## src/logic/isa_pkg.sv

```systemverilog
// ~~~~~~~~~~~~~~~~~~~~~~~~~~~~~~
// instruction set definitions
// byte values, decoded instruction word layout
// and the opcode class rule
// ~~~~~~~~~~~~~~~~~~~~~~~~~~~~~~
package isa_pkg;

    localparam int BYTE_BITS = 8;
    typedef logic [BYTE_BITS-1:0] byte_t;

    // repeat prefix, folded into the following opcode
    localparam byte_t REP_PREFIX = 8'hF3;

    // decoded instruction word
    localparam int INSTR_WORD_BITS = 11;
    typedef logic [INSTR_WORD_BITS-1:0] instr_word_t;

    localparam int OPCODE_LSB  = 0;  // 8 bits of opcode
    localparam int MODRM_BIT   = 8;
    localparam int REP_BIT     = 9;
    localparam int INVALID_BIT = 10;

    // opcode class is the low three opcode bits
    localparam int CLASS_BITS = 3;
    typedef logic [CLASS_BITS-1:0] class_t;

    // routine length in micro-ops, (class mod 4) + 1
    function automatic logic [2:0] routine_len(class_t cls);
        return {1'b0, cls[1:0]} + 3'd1;
    endfunction

    // both top bits set is undefined, except for the prefix
    function automatic logic is_invalid(byte_t b);
        return (b[7:6] == 2'b11) && (b != REP_PREFIX);
    endfunction

endpackage

```

## src/logic/ucode_pkg.sv

```systemverilog
// ~~~~~~~~~~~~~~~~~~~~~~~~~~~~~~
// microcode definitions
// address type, fixed entry points, microword
// layout, jump types and sequencer states
// ~~~~~~~~~~~~~~~~~~~~~~~~~~~~~~
package ucode_pkg;

    localparam int UADDR_BITS = 7;
    typedef logic [UADDR_BITS-1:0] uaddr_t;

    // fixed addresses above the routine area
    localparam uaddr_t NEXT_INSTR_ADDR = 7'd64;  // idle wait, never emitted
    localparam uaddr_t MODRM_ADDR      = 7'd65;
    localparam uaddr_t BAD_OPCODE_ADDR = 7'd66;
    localparam uaddr_t IRQ_ADDR        = 7'd67;
    localparam uaddr_t RESET_ADDR      = 7'd68;  // never emitted

    // routines sit at class * 8
    function automatic uaddr_t class_entry(isa_pkg::class_t cls);
        return {1'b0, cls, 3'b000};
    endfunction

    localparam int JT_BITS = 3;
    typedef logic [JT_BITS-1:0] jt_t;

    localparam jt_t JT_UNCOND   = 3'd0;
    localparam jt_t JT_DISPATCH = 3'd1;  // to the class entry
    localparam jt_t JT_REP_LOOP = 3'd2;  // back to entry while repeats remain

    // microword: {ext_int_yield, next_instruction, jump_type, next}
    localparam int UWORD_BITS = 12;
    typedef logic [UWORD_BITS-1:0] uword_t;

    localparam int UW_NEXT_LSB  = 0;
    localparam int UW_JT_LSB    = 7;
    localparam int UW_NI_BIT    = 10;
    localparam int UW_YIELD_BIT = 11;

    function automatic uword_t make_uword(uaddr_t next, jt_t jt, logic ni, logic yield);
        uword_t w;
        w = '0;
        w[UW_NEXT_LSB +: UADDR_BITS] = next;
        w[UW_JT_LSB +: JT_BITS]      = jt;
        w[UW_NI_BIT]                 = ni;
        w[UW_YIELD_BIT]              = yield;
        return w;
    endfunction

    // micro-op output handshake
    typedef enum logic [1:0] {
        SEQ_IDLE,     // at a non-emitted address
        SEQ_ISSUE,    // address entered, req rises next
        SEQ_REQ,      // req high, waiting for ack
        SEQ_RELEASE   // req dropped, waiting for ack low
    } sequencer_state_e;

endpackage

```

## src/logic/instr_fifo_if.sv

```systemverilog
// ~~~~~~~~~~~~~~~~~~~~~~~~~~~~~~
// instruction FIFO bus
// push side from the decoder, pop side
// to the sequencer
// ~~~~~~~~~~~~~~~~~~~~~~~~~~~~~~
`timescale 1ns/1ps

interface instr_fifo_if;
    import isa_pkg::*;

    logic        push;     // only while full is low
    logic        full;
    instr_word_t wr_word;
    logic        pop;      // only while empty is low
    logic        empty;
    instr_word_t rd_word;  // valid whenever empty is low

    modport writer (
        output push, wr_word,
        input  full
    );

    modport buffer (
        input  push, wr_word, pop,
        output full, empty, rd_word
    );

    modport reader (
        output pop,
        input  empty, rd_word
    );

endinterface

```

## src/logic/byte_decoder.sv

```systemverilog
// ~~~~~~~~~~~~~~~~~~~~~~~~~~~~~~
// byte decoder
// takes instruction bytes over a four-phase
// req/ack port, folds the repeat prefix into
// the next opcode and pushes decoded words
// ~~~~~~~~~~~~~~~~~~~~~~~~~~~~~~
`timescale 1ns/1ps

module byte_decoder (
    input  logic          clk,
    input  logic          reset,
    input  logic          byte_req,
    input  isa_pkg::byte_t byte_data,
    output logic          byte_ack,
    instr_fifo_if.writer  fifo
);
    import isa_pkg::*;

    typedef enum logic {
        DEC_IDLE,  // waiting for a byte
        DEC_ACK    // ack high until req falls
    } dec_state_e;

    dec_state_e  state;
    logic        rep_pending;  // prefix seen and waiting for its opcode
    logic        accept;
    logic        is_prefix;
    instr_word_t word;

    // a full FIFO holds ack low, which stalls the source
    assign accept    = (state == DEC_IDLE) && byte_req && !fifo.full;
    assign is_prefix = byte_data == REP_PREFIX;

    assign fifo.push    = accept && !is_prefix;
    assign fifo.wr_word = word;
    assign byte_ack     = state == DEC_ACK;

    always_comb begin
        word = '0;
        word[OPCODE_LSB +: BYTE_BITS] = byte_data;
        word[MODRM_BIT]               = byte_data[3];
        word[REP_BIT]                 = rep_pending;
        word[INVALID_BIT]             = is_invalid(byte_data);
    end

    always_ff @(posedge clk or posedge reset) begin
        if (reset) begin
            state <= DEC_IDLE;
        end else begin
            case (state)
                DEC_IDLE: begin
                    if (accept)
                        state <= DEC_ACK;
                end
                DEC_ACK: begin
                    if (!byte_req)
                        state <= DEC_IDLE;  // ack falls on this edge
                end
                default: state <= DEC_IDLE;
            endcase
        end
    end

    // a prefix sets the flag and the opcode after it consumes it
    always_ff @(posedge clk or posedge reset) begin
        if (reset)
            rep_pending <= 1'b0;
        else if (accept)
            rep_pending <= is_prefix;
    end

    a_no_push_full: assert property (
        @(posedge clk) disable iff (reset)
        fifo.push |-> !fifo.full
    ) else $error("byte_decoder pushed into a full FIFO");

endmodule

```

## src/logic/instr_fifo.sv

```systemverilog
// ~~~~~~~~~~~~~~~~~~~~~~~~~~~~~~
// instruction FIFO
// circular buffer of decoded instruction
// words, push and pop in the same cycle
// ~~~~~~~~~~~~~~~~~~~~~~~~~~~~~~
`timescale 1ns/1ps

module instr_fifo #(
    parameter int DEPTH = 4
) (
    input  logic         clk,
    input  logic         reset,
    instr_fifo_if.buffer fifo
);
    import isa_pkg::*;

    localparam int AW = (DEPTH > 1) ? $clog2(DEPTH) : 1;
    localparam int CW = $clog2(DEPTH + 1);

    instr_word_t     mem [DEPTH];
    logic [AW-1:0]   wr_ptr;
    logic [AW-1:0]   rd_ptr;
    logic [CW-1:0]   count;

    // wrap at DEPTH, which need not be a power of two
    function automatic logic [AW-1:0] bump(logic [AW-1:0] p);
        return (p == AW'(DEPTH - 1)) ? '0 : p + 1'b1;
    endfunction

    assign fifo.full    = count == CW'(DEPTH);
    assign fifo.empty   = count == '0;
    assign fifo.rd_word = mem[rd_ptr];  // head word, no read latency

    always_ff @(posedge clk) begin
        if (fifo.push)
            mem[wr_ptr] <= fifo.wr_word;
    end

    always_ff @(posedge clk or posedge reset) begin
        if (reset) begin
            wr_ptr <= '0;
            rd_ptr <= '0;
            count  <= '0;
        end else begin
            if (fifo.push)
                wr_ptr <= bump(wr_ptr);
            if (fifo.pop)
                rd_ptr <= bump(rd_ptr);
            case ({fifo.push, fifo.pop})
                2'b10:   count <= count + 1'b1;
                2'b01:   count <= count - 1'b1;
                default: count <= count;  // both or neither
            endcase
        end
    end

    a_no_overflow: assert property (
        @(posedge clk) disable iff (reset)
        count <= CW'(DEPTH)
    ) else $error("instr_fifo overflow");

    a_no_underflow: assert property (
        @(posedge clk) disable iff (reset)
        fifo.pop |-> !fifo.empty
    ) else $error("instr_fifo popped while empty");

endmodule

```

## src/logic/microcode_sequencer.sv

```systemverilog
// ~~~~~~~~~~~~~~~~~~~~~~~~~~~~~~
// microcode sequencer
// dispatches instruction words into the
// microcode ROM, walks each routine, repeats
// prefixed routines, takes interrupts at the
// instruction boundary and hands every micro-op
// out over a four-phase req/ack port
// ~~~~~~~~~~~~~~~~~~~~~~~~~~~~~~
`timescale 1ns/1ps

module microcode_sequencer #(
    parameter int REP_COUNT = 2
) (
    input  logic             clk,
    input  logic             reset,
    instr_fifo_if.reader     fifo,
    input  logic             intr,
    input  logic             int_enabled,
    output logic             inta,
    output logic             uop_req,
    input  logic             uop_ack,
    output ucode_pkg::uaddr_t uop_addr,
    output isa_pkg::byte_t   uop_opcode,
    output logic             uop_last
);
    import isa_pkg::*;
    import ucode_pkg::*;

    localparam int RW = $clog2(REP_COUNT) + 1;

    sequencer_state_e state;
    uaddr_t           addr;
    uaddr_t           next_addr;
    uaddr_t           dispatch_addr;
    uword_t           uword;
    jt_t              jt;
    instr_word_t      cur_instr;
    class_t           cur_class;
    class_t           new_class;
    logic [RW-1:0]    rep_left;     // passes still to run after this one
    logic             loop_taken;
    logic             at_wait;
    logic             take_irq;
    logic             start_instr;
    logic             irq_entry;

    // routine words run straight on, the last one loops or ends the instruction
    function automatic uword_t rom_word(uaddr_t a);
        uword_t w;
        case (a)
            7'd0:  w = make_uword(NEXT_INSTR_ADDR, JT_REP_LOOP, 1'b1, 1'b0);
            7'd8:  w = make_uword(7'd9, JT_UNCOND, 1'b0, 1'b0);
            7'd9:  w = make_uword(NEXT_INSTR_ADDR, JT_REP_LOOP, 1'b1, 1'b0);
            7'd16: w = make_uword(7'd17, JT_UNCOND, 1'b0, 1'b0);
            7'd17: w = make_uword(7'd18, JT_UNCOND, 1'b0, 1'b0);
            7'd18: w = make_uword(NEXT_INSTR_ADDR, JT_REP_LOOP, 1'b1, 1'b0);
            7'd24: w = make_uword(7'd25, JT_UNCOND, 1'b0, 1'b0);
            7'd25: w = make_uword(7'd26, JT_UNCOND, 1'b0, 1'b0);
            7'd26: w = make_uword(7'd27, JT_UNCOND, 1'b0, 1'b0);
            7'd27: w = make_uword(NEXT_INSTR_ADDR, JT_REP_LOOP, 1'b1, 1'b0);
            7'd32: w = make_uword(NEXT_INSTR_ADDR, JT_REP_LOOP, 1'b1, 1'b0);
            7'd40: w = make_uword(7'd41, JT_UNCOND, 1'b0, 1'b0);
            7'd41: w = make_uword(NEXT_INSTR_ADDR, JT_REP_LOOP, 1'b1, 1'b0);
            7'd48: w = make_uword(7'd49, JT_UNCOND, 1'b0, 1'b0);
            7'd49: w = make_uword(7'd50, JT_UNCOND, 1'b0, 1'b0);
            7'd50: w = make_uword(NEXT_INSTR_ADDR, JT_REP_LOOP, 1'b1, 1'b0);
            7'd56: w = make_uword(7'd57, JT_UNCOND, 1'b0, 1'b0);
            7'd57: w = make_uword(7'd58, JT_UNCOND, 1'b0, 1'b0);
            7'd58: w = make_uword(7'd59, JT_UNCOND, 1'b0, 1'b0);
            7'd59: w = make_uword(NEXT_INSTR_ADDR, JT_REP_LOOP, 1'b1, 1'b0);
            NEXT_INSTR_ADDR: w = make_uword(NEXT_INSTR_ADDR, JT_UNCOND, 1'b1, 1'b1);
            MODRM_ADDR:      w = make_uword(NEXT_INSTR_ADDR, JT_DISPATCH, 1'b0, 1'b0);
            BAD_OPCODE_ADDR: w = make_uword(NEXT_INSTR_ADDR, JT_UNCOND, 1'b1, 1'b0);
            IRQ_ADDR:        w = make_uword(NEXT_INSTR_ADDR, JT_UNCOND, 1'b1, 1'b0);
            default:         w = make_uword(NEXT_INSTR_ADDR, JT_UNCOND, 1'b0, 1'b0);
        endcase
        return w;
    endfunction

    assign uword     = rom_word(addr);
    assign jt        = uword[UW_JT_LSB +: JT_BITS];
    assign cur_class = cur_instr[OPCODE_LSB +: CLASS_BITS];
    assign new_class = fifo.rd_word[OPCODE_LSB +: CLASS_BITS];

    // the interrupt goes ahead of the next instruction at the boundary
    assign at_wait     = addr == NEXT_INSTR_ADDR;
    assign take_irq    = at_wait && uword[UW_YIELD_BIT] && intr && int_enabled;
    assign start_instr = at_wait && !take_irq && !fifo.empty;
    assign irq_entry   = (state == SEQ_IDLE) && take_irq;
    assign fifo.pop    = (state == SEQ_IDLE) && start_instr;

    assign loop_taken = (jt == JT_REP_LOOP) && (rep_left != '0);

    always_comb begin
        if (fifo.rd_word[INVALID_BIT])
            dispatch_addr = BAD_OPCODE_ADDR;
        else if (fifo.rd_word[MODRM_BIT])
            dispatch_addr = MODRM_ADDR;  // routine follows via JT_DISPATCH
        else
            dispatch_addr = class_entry(new_class);
    end

    always_comb begin
        case (jt)
            JT_DISPATCH: next_addr = class_entry(cur_class);
            JT_REP_LOOP: next_addr = loop_taken ? class_entry(cur_class)
                                                : uword[UW_NEXT_LSB +: UADDR_BITS];
            default:     next_addr = uword[UW_NEXT_LSB +: UADDR_BITS];
        endcase
    end

    always_ff @(posedge clk or posedge reset) begin
        if (reset) begin
            state    <= SEQ_IDLE;
            addr     <= RESET_ADDR;
            rep_left <= '0;
            inta     <= 1'b0;
        end else begin
            inta <= 1'b0;
            case (state)
                SEQ_IDLE: begin
                    if (!at_wait) begin
                        addr <= next_addr;  // reset word falls through to the wait
                    end else if (take_irq) begin
                        addr     <= IRQ_ADDR;
                        rep_left <= '0;
                        inta     <= 1'b1;
                        state    <= SEQ_ISSUE;
                    end else if (start_instr) begin
                        addr     <= dispatch_addr;
                        rep_left <= fifo.rd_word[REP_BIT] ? RW'(REP_COUNT - 1) : '0;
                        state    <= SEQ_ISSUE;
                    end
                end
                SEQ_ISSUE: state <= SEQ_REQ;
                SEQ_REQ: begin
                    if (uop_ack)
                        state <= SEQ_RELEASE;
                end
                SEQ_RELEASE: begin
                    if (!uop_ack) begin
                        addr <= next_addr;
                        if (loop_taken)
                            rep_left <= rep_left - 1'b1;
                        state <= (next_addr == NEXT_INSTR_ADDR) ? SEQ_IDLE : SEQ_ISSUE;
                    end
                end
                default: state <= SEQ_IDLE;
            endcase
        end
    end

    // an interrupt carries no opcode and clears the instruction register
    always_ff @(posedge clk) begin
        if (fifo.pop)
            cur_instr <= fifo.rd_word;
        else if (irq_entry)
            cur_instr <= '0;
    end

    assign uop_req    = state == SEQ_REQ;
    assign uop_addr   = addr;
    assign uop_opcode = cur_instr[OPCODE_LSB +: BYTE_BITS];
    assign uop_last   = uword[UW_NI_BIT] && !loop_taken;  // only on the final pass

    a_addr_stable: assert property (
        @(posedge clk) disable iff (reset)
        uop_req |=> !uop_req || $stable(uop_addr)
    ) else $error("uop_addr changed while uop_req high");

endmodule

```

## src/logic/ucode_core.sv

```systemverilog
// ~~~~~~~~~~~~~~~~~~~~~~~~~~~~~~
// microcoded sequencer core
// byte decoder, instruction FIFO and
// microcode sequencer behind two req/ack ports
// ~~~~~~~~~~~~~~~~~~~~~~~~~~~~~~
`timescale 1ns/1ps

module ucode_core #(
    parameter int DEPTH     = 4,
    parameter int REP_COUNT = 2
) (
    input  logic              clk,
    input  logic              reset,
    // byte port
    input  logic              byte_req,
    input  isa_pkg::byte_t    byte_data,
    output logic              byte_ack,
    // interrupt
    input  logic              intr,
    input  logic              int_enabled,
    output logic              inta,
    // micro-op port
    output logic              uop_req,
    input  logic              uop_ack,
    output ucode_pkg::uaddr_t uop_addr,
    output isa_pkg::byte_t    uop_opcode,
    output logic              uop_last
);

    instr_fifo_if fifo_bus ();

    byte_decoder u_decoder (
        .clk       (clk),
        .reset     (reset),
        .byte_req  (byte_req),
        .byte_data (byte_data),
        .byte_ack  (byte_ack),
        .fifo      (fifo_bus.writer)
    );

    instr_fifo #(.DEPTH(DEPTH)) u_fifo (
        .clk   (clk),
        .reset (reset),
        .fifo  (fifo_bus.buffer)
    );

    microcode_sequencer #(.REP_COUNT(REP_COUNT)) u_sequencer (
        .clk         (clk),
        .reset       (reset),
        .fifo        (fifo_bus.reader),
        .intr        (intr),
        .int_enabled (int_enabled),
        .inta        (inta),
        .uop_req     (uop_req),
        .uop_ack     (uop_ack),
        .uop_addr    (uop_addr),
        .uop_opcode  (uop_opcode),
        .uop_last    (uop_last)
    );

endmodule

```

## config.mk

```make
export PLATFORM = sky130hd
export DESIGN_NAME = ucode_core
export DESIGN_NICKNAME = d
export VERILOG_FILES = /design/src/logic/isa_pkg.sv /design/src/logic/ucode_pkg.sv /design/src/logic/instr_fifo_if.sv /design/src/logic/byte_decoder.sv /design/src/logic/instr_fifo.sv /design/src/logic/microcode_sequencer.sv /design/src/logic/ucode_core.sv
export SDC_FILE = /design/constraint.sdc
export NUM_CORES = 1
export LEC_CHECK = 0
export BUFFER_PORTS_ARGS = -buffer_cell sky130_fd_sc_hd__buf_2
export CORE_UTILIZATION = 50
export DETAILED_ROUTE_END_ITERATION = 10
export PLACE_DENSITY = 0.69
export SLEW_MARGIN = 10
export SYNTH_ARGS = -nofsm -noshare
export SYNTH_HDL_FRONTEND = slang
export SYNTH_SLANG_ARGS = --single-unit
```

## constraint.sdc

```tcl
create_clock -name clk -period 3.06 [get_ports clk]
set_input_delay 0.612 -clock clk [delete_from_list [all_inputs] [get_ports clk]]
set_output_delay 0.612 -clock clk [all_outputs]
set_load 0.05 [all_outputs]
```

==> impl_results.md <==
* Status: finished with violations
* Failing checks: design-rule violations
* Switching part of the total at 40.6%
* GR Layer Usage met3 at about 3.5%
* CP delay by family, top: simple AND/OR/NAND/NOR gates
* Share of layout cells above drive strength 1 at 28.3%
* Syn Std Cell Area at approximately 3300 um^2
* DP HPWL at 4470 um
* Overflow left after global routing at 0
* Setup Skew at between 5 and 6 ps
* DR iter-0 viols at 101
* Logic pwr share at 43.8%
* Seq/Total Area, Yosys at a little under 60%
* Root buffer cell: clkbuf_8
* Psw at 0.00156 W
* Crit path max fanout at 6
* Kind of end point of the critical path: output pin
* Most common cell in the netlist: edfxtp_1
* Remaining DRCs at 7
* Global-route wire length before repair at 10100 um
* Max Slew Vio Count at 0
* Leakage at 1.49 nW
* Post-route ant nets at 0
* Worst-path clk slew at 80 ps
* Critical R2R Capture: u_sequencer.uop_addr[3]
* Largest net degree at the start of global routing at 22
* Met2 usage at 32.3%
* DRT Wirelength at 6090 um
* Peak Freq at 342 MHz
* YS warnings at 0
* Fin crit share at 95.6%
* Syn avg cell area at 13.6 um^2
* Vias in the first global route at 2085
* Worst Path Arrival at 2310 ps
* CP max stage delay at 580 ps
* Final setup vio count at 0
* Die height at 83.8 um
* Leading area contributor after synthesis: edfxtp_1
* Routability cong. at 0.887
* Worst R2R Setup Slack at 440 ps
* Max-cap violations at 0
* Final hold viol count at 0
* Fin crit period at just under 3000 ps
* Worst-path cell chain: or3b_4, nor3_4, and3_4, inv_1, ha_2, nand2b_1, a21boi_2, buf_6
* Crit-path slowest cell: dfstp_2
* R2R Path Start: u_sequencer.uop_addr[6]
* Area of the core at 6420 um^2
* Mapped Cells at 247
* Vias per cell at between 5 and 6
* Met1 track demand over resource at 23.8%
* Ys flop type: edfxtp_1
* Post-synth EDFFs at 48
* Area Overhead vs Synth at 14.4%
* Synth unique cells at 53
* Fin util at 59.7%
* DR vias at 2057
* Peak supply drop at 0.544 mV
* Die area at about 7000 um^2
* Top cells by area, synth: edfxtp_1, dfrtp_1, mux4_2
* Yosys reg bits at 69
* DR pass1 iterations at 7
* Crit start category: register
* R2r worst-path depth at 9
* FFs w/ async S/R, synth at a little under a third
* Die W at 83.8 um
* Reg power frac at 36.4%
* Most instantiated cells after synthesis: edfxtp_1, nand2_1, dfrtp_1
* CTS tree: yes
* CTS Hold Bufs at 0
* IO buf count at 32
* GRT Max-Usage Layer: met2
* Initial core utilization at 52.1%
* Syn_nets at 275
* Min-Delay Path Class: in2async
* Finished Layout Cells at 370
* Row count at 29
* Total Routing Usage GR at 19.0%
* H-tree levels at 3
* PwrDens at 1000 nW/um^2
* Critical path class: reg2out
* Critical path data required time at 2450 ps
* I/O pins at 33
* Placed instance count at about 350
* Worst Path Buf+Inv at 2
* Clock sinks at 69
* DR WL/cell at 16.5 um
* CTS buffer count at 9
* Internal power at 0.00229 W
* Share of the synthesized area in the top cell type at a little over two fifths
* Ant. Diodes at 0
* Least-Margin Pin Slew at 871 ps
* Worst-Skew Late Latency at 340 ps
* Initial antenna violation count at 0
* Clock Power Share at 19.8%
* Max clock buf depth at 2
* Slew HR at a little over two fifths
* Final #Nets at 316
worst max path at each step:
stage | to | start | depth (start not counted) | slack (ps)
floorplan | uop_last | u_sequencer.uop_addr[6] | 7 | 20
global placement | uop_last | u_sequencer.uop_addr[6] | 8 | 280
detailed placement | uop_last | u_sequencer.uop_addr[6] | 8 | 210
CTS | uop_last | u_sequencer.uop_addr[6] | 8 | 50
global route | uop_last | u_sequencer.uop_addr[6] | 8 | -3
finish | uop_last | u_sequencer.uop_addr[6] | 8 | 130
state kept, by name (all words and copies together), names as in the netlist, 2 cells and up:
register / cells
u_sequencer.rep_left: 2
u_fifo.count: 3
u_sequencer.cur_instr: 8
u_fifo.rd_ptr: 2
u_fifo.wr_ptr: 2
u_sequencer.uop_addr: 7
u_sequencer.state: 2
u_fifo.mem: 40
timing repair:
action	in CTS	in global routing
gates resized for setup	4	3
pin swaps	0	0
buffers inserted	0	1
hold endpoints to repair	0	0
setup endpoints to repair	1	1
layout by cell type (no fill, tap or decap), types with 3 or more instances in the layout:
master | Yosys | layout
a21oi_1 | 6 | 6
a22oi_1 | 5 | 5
and2_1 | 14 | 14
buf_2 | 1 | 31
buf_4 | 1 | 5
clkbuf_8 | 0 | 9
dfrtp_1 | 19 | 19
edfxtp_1 | 48 | 48
ha_1 | 13 | 12
inv_1 | 16 | 16
inv_6 | 0 | 3
mux2_2 | 5 | 5
mux2i_1 | 5 | 5
mux4_2 | 9 | 9
nand2_1 | 21 | 21
nand2b_1 | 6 | 6
nand3_1 | 4 | 4
nor2_1 | 10 | 10
nor3_1 | 7 | 6
o21ai_0 | 8 | 8
layer usage:
metal | vias to the layer above | wire length [um]
met5 | - | 0
met4 | 0 | 119
met3 | 11 | 184
met2 | 44 | 3070
met1 | 999 | 2730
li1 | 1003 | -
metrics by stage:
stage	power [W]	hold slack (ps)	setup slack (ps)	setup TNS, ps	area, um^2
final	0.00385	443	134	0	3830
after global routing	0.00410	489	-3.48	-3.48	3830
after CTS	0.00385	462	54.8	0	3810
after detailed placement	0.00305	481	215	0	3590
after global placement	0.00300	464	283	0	3590
after floorplan	0.00269	450	22.8	0	3350
area by class of cell:
class / instances / area, um^2
clock buffer: 9 / 124
timing repair buffer: 37 / 204
fill: 519 / 2590
inverter: 16 / 60.1
multi-input combinational: 155 / 1300
sequential: 69 / 1970
clock inverter: 7 / 81.3
tap: 77 / 96.3
logic make-up after synthesis:
group,share of synthesized area [%]
DFF,58.8
buffers and inverters,3.18
adders and majority gates,5.76
xor gates and xnor gates,1.05
AOI/OAI and AO/OA,9.08
muxes,9.68
and+or+nand+nor,12.4
power groups by stage:
stage,clock (W),combinational [W],sequential (W)
after floorplan,0,0.00119,0.00150
after global placement,0,0.00160,0.00141
after detailed placement,0,0.00163,0.00142
after CTS,0.000784,0.00166,0.00140
after global routing,0.000821,0.00185,0.00143
final,0.000762,0.00169,0.00140
No activity file was read; power rests on OpenSTA's default activity.
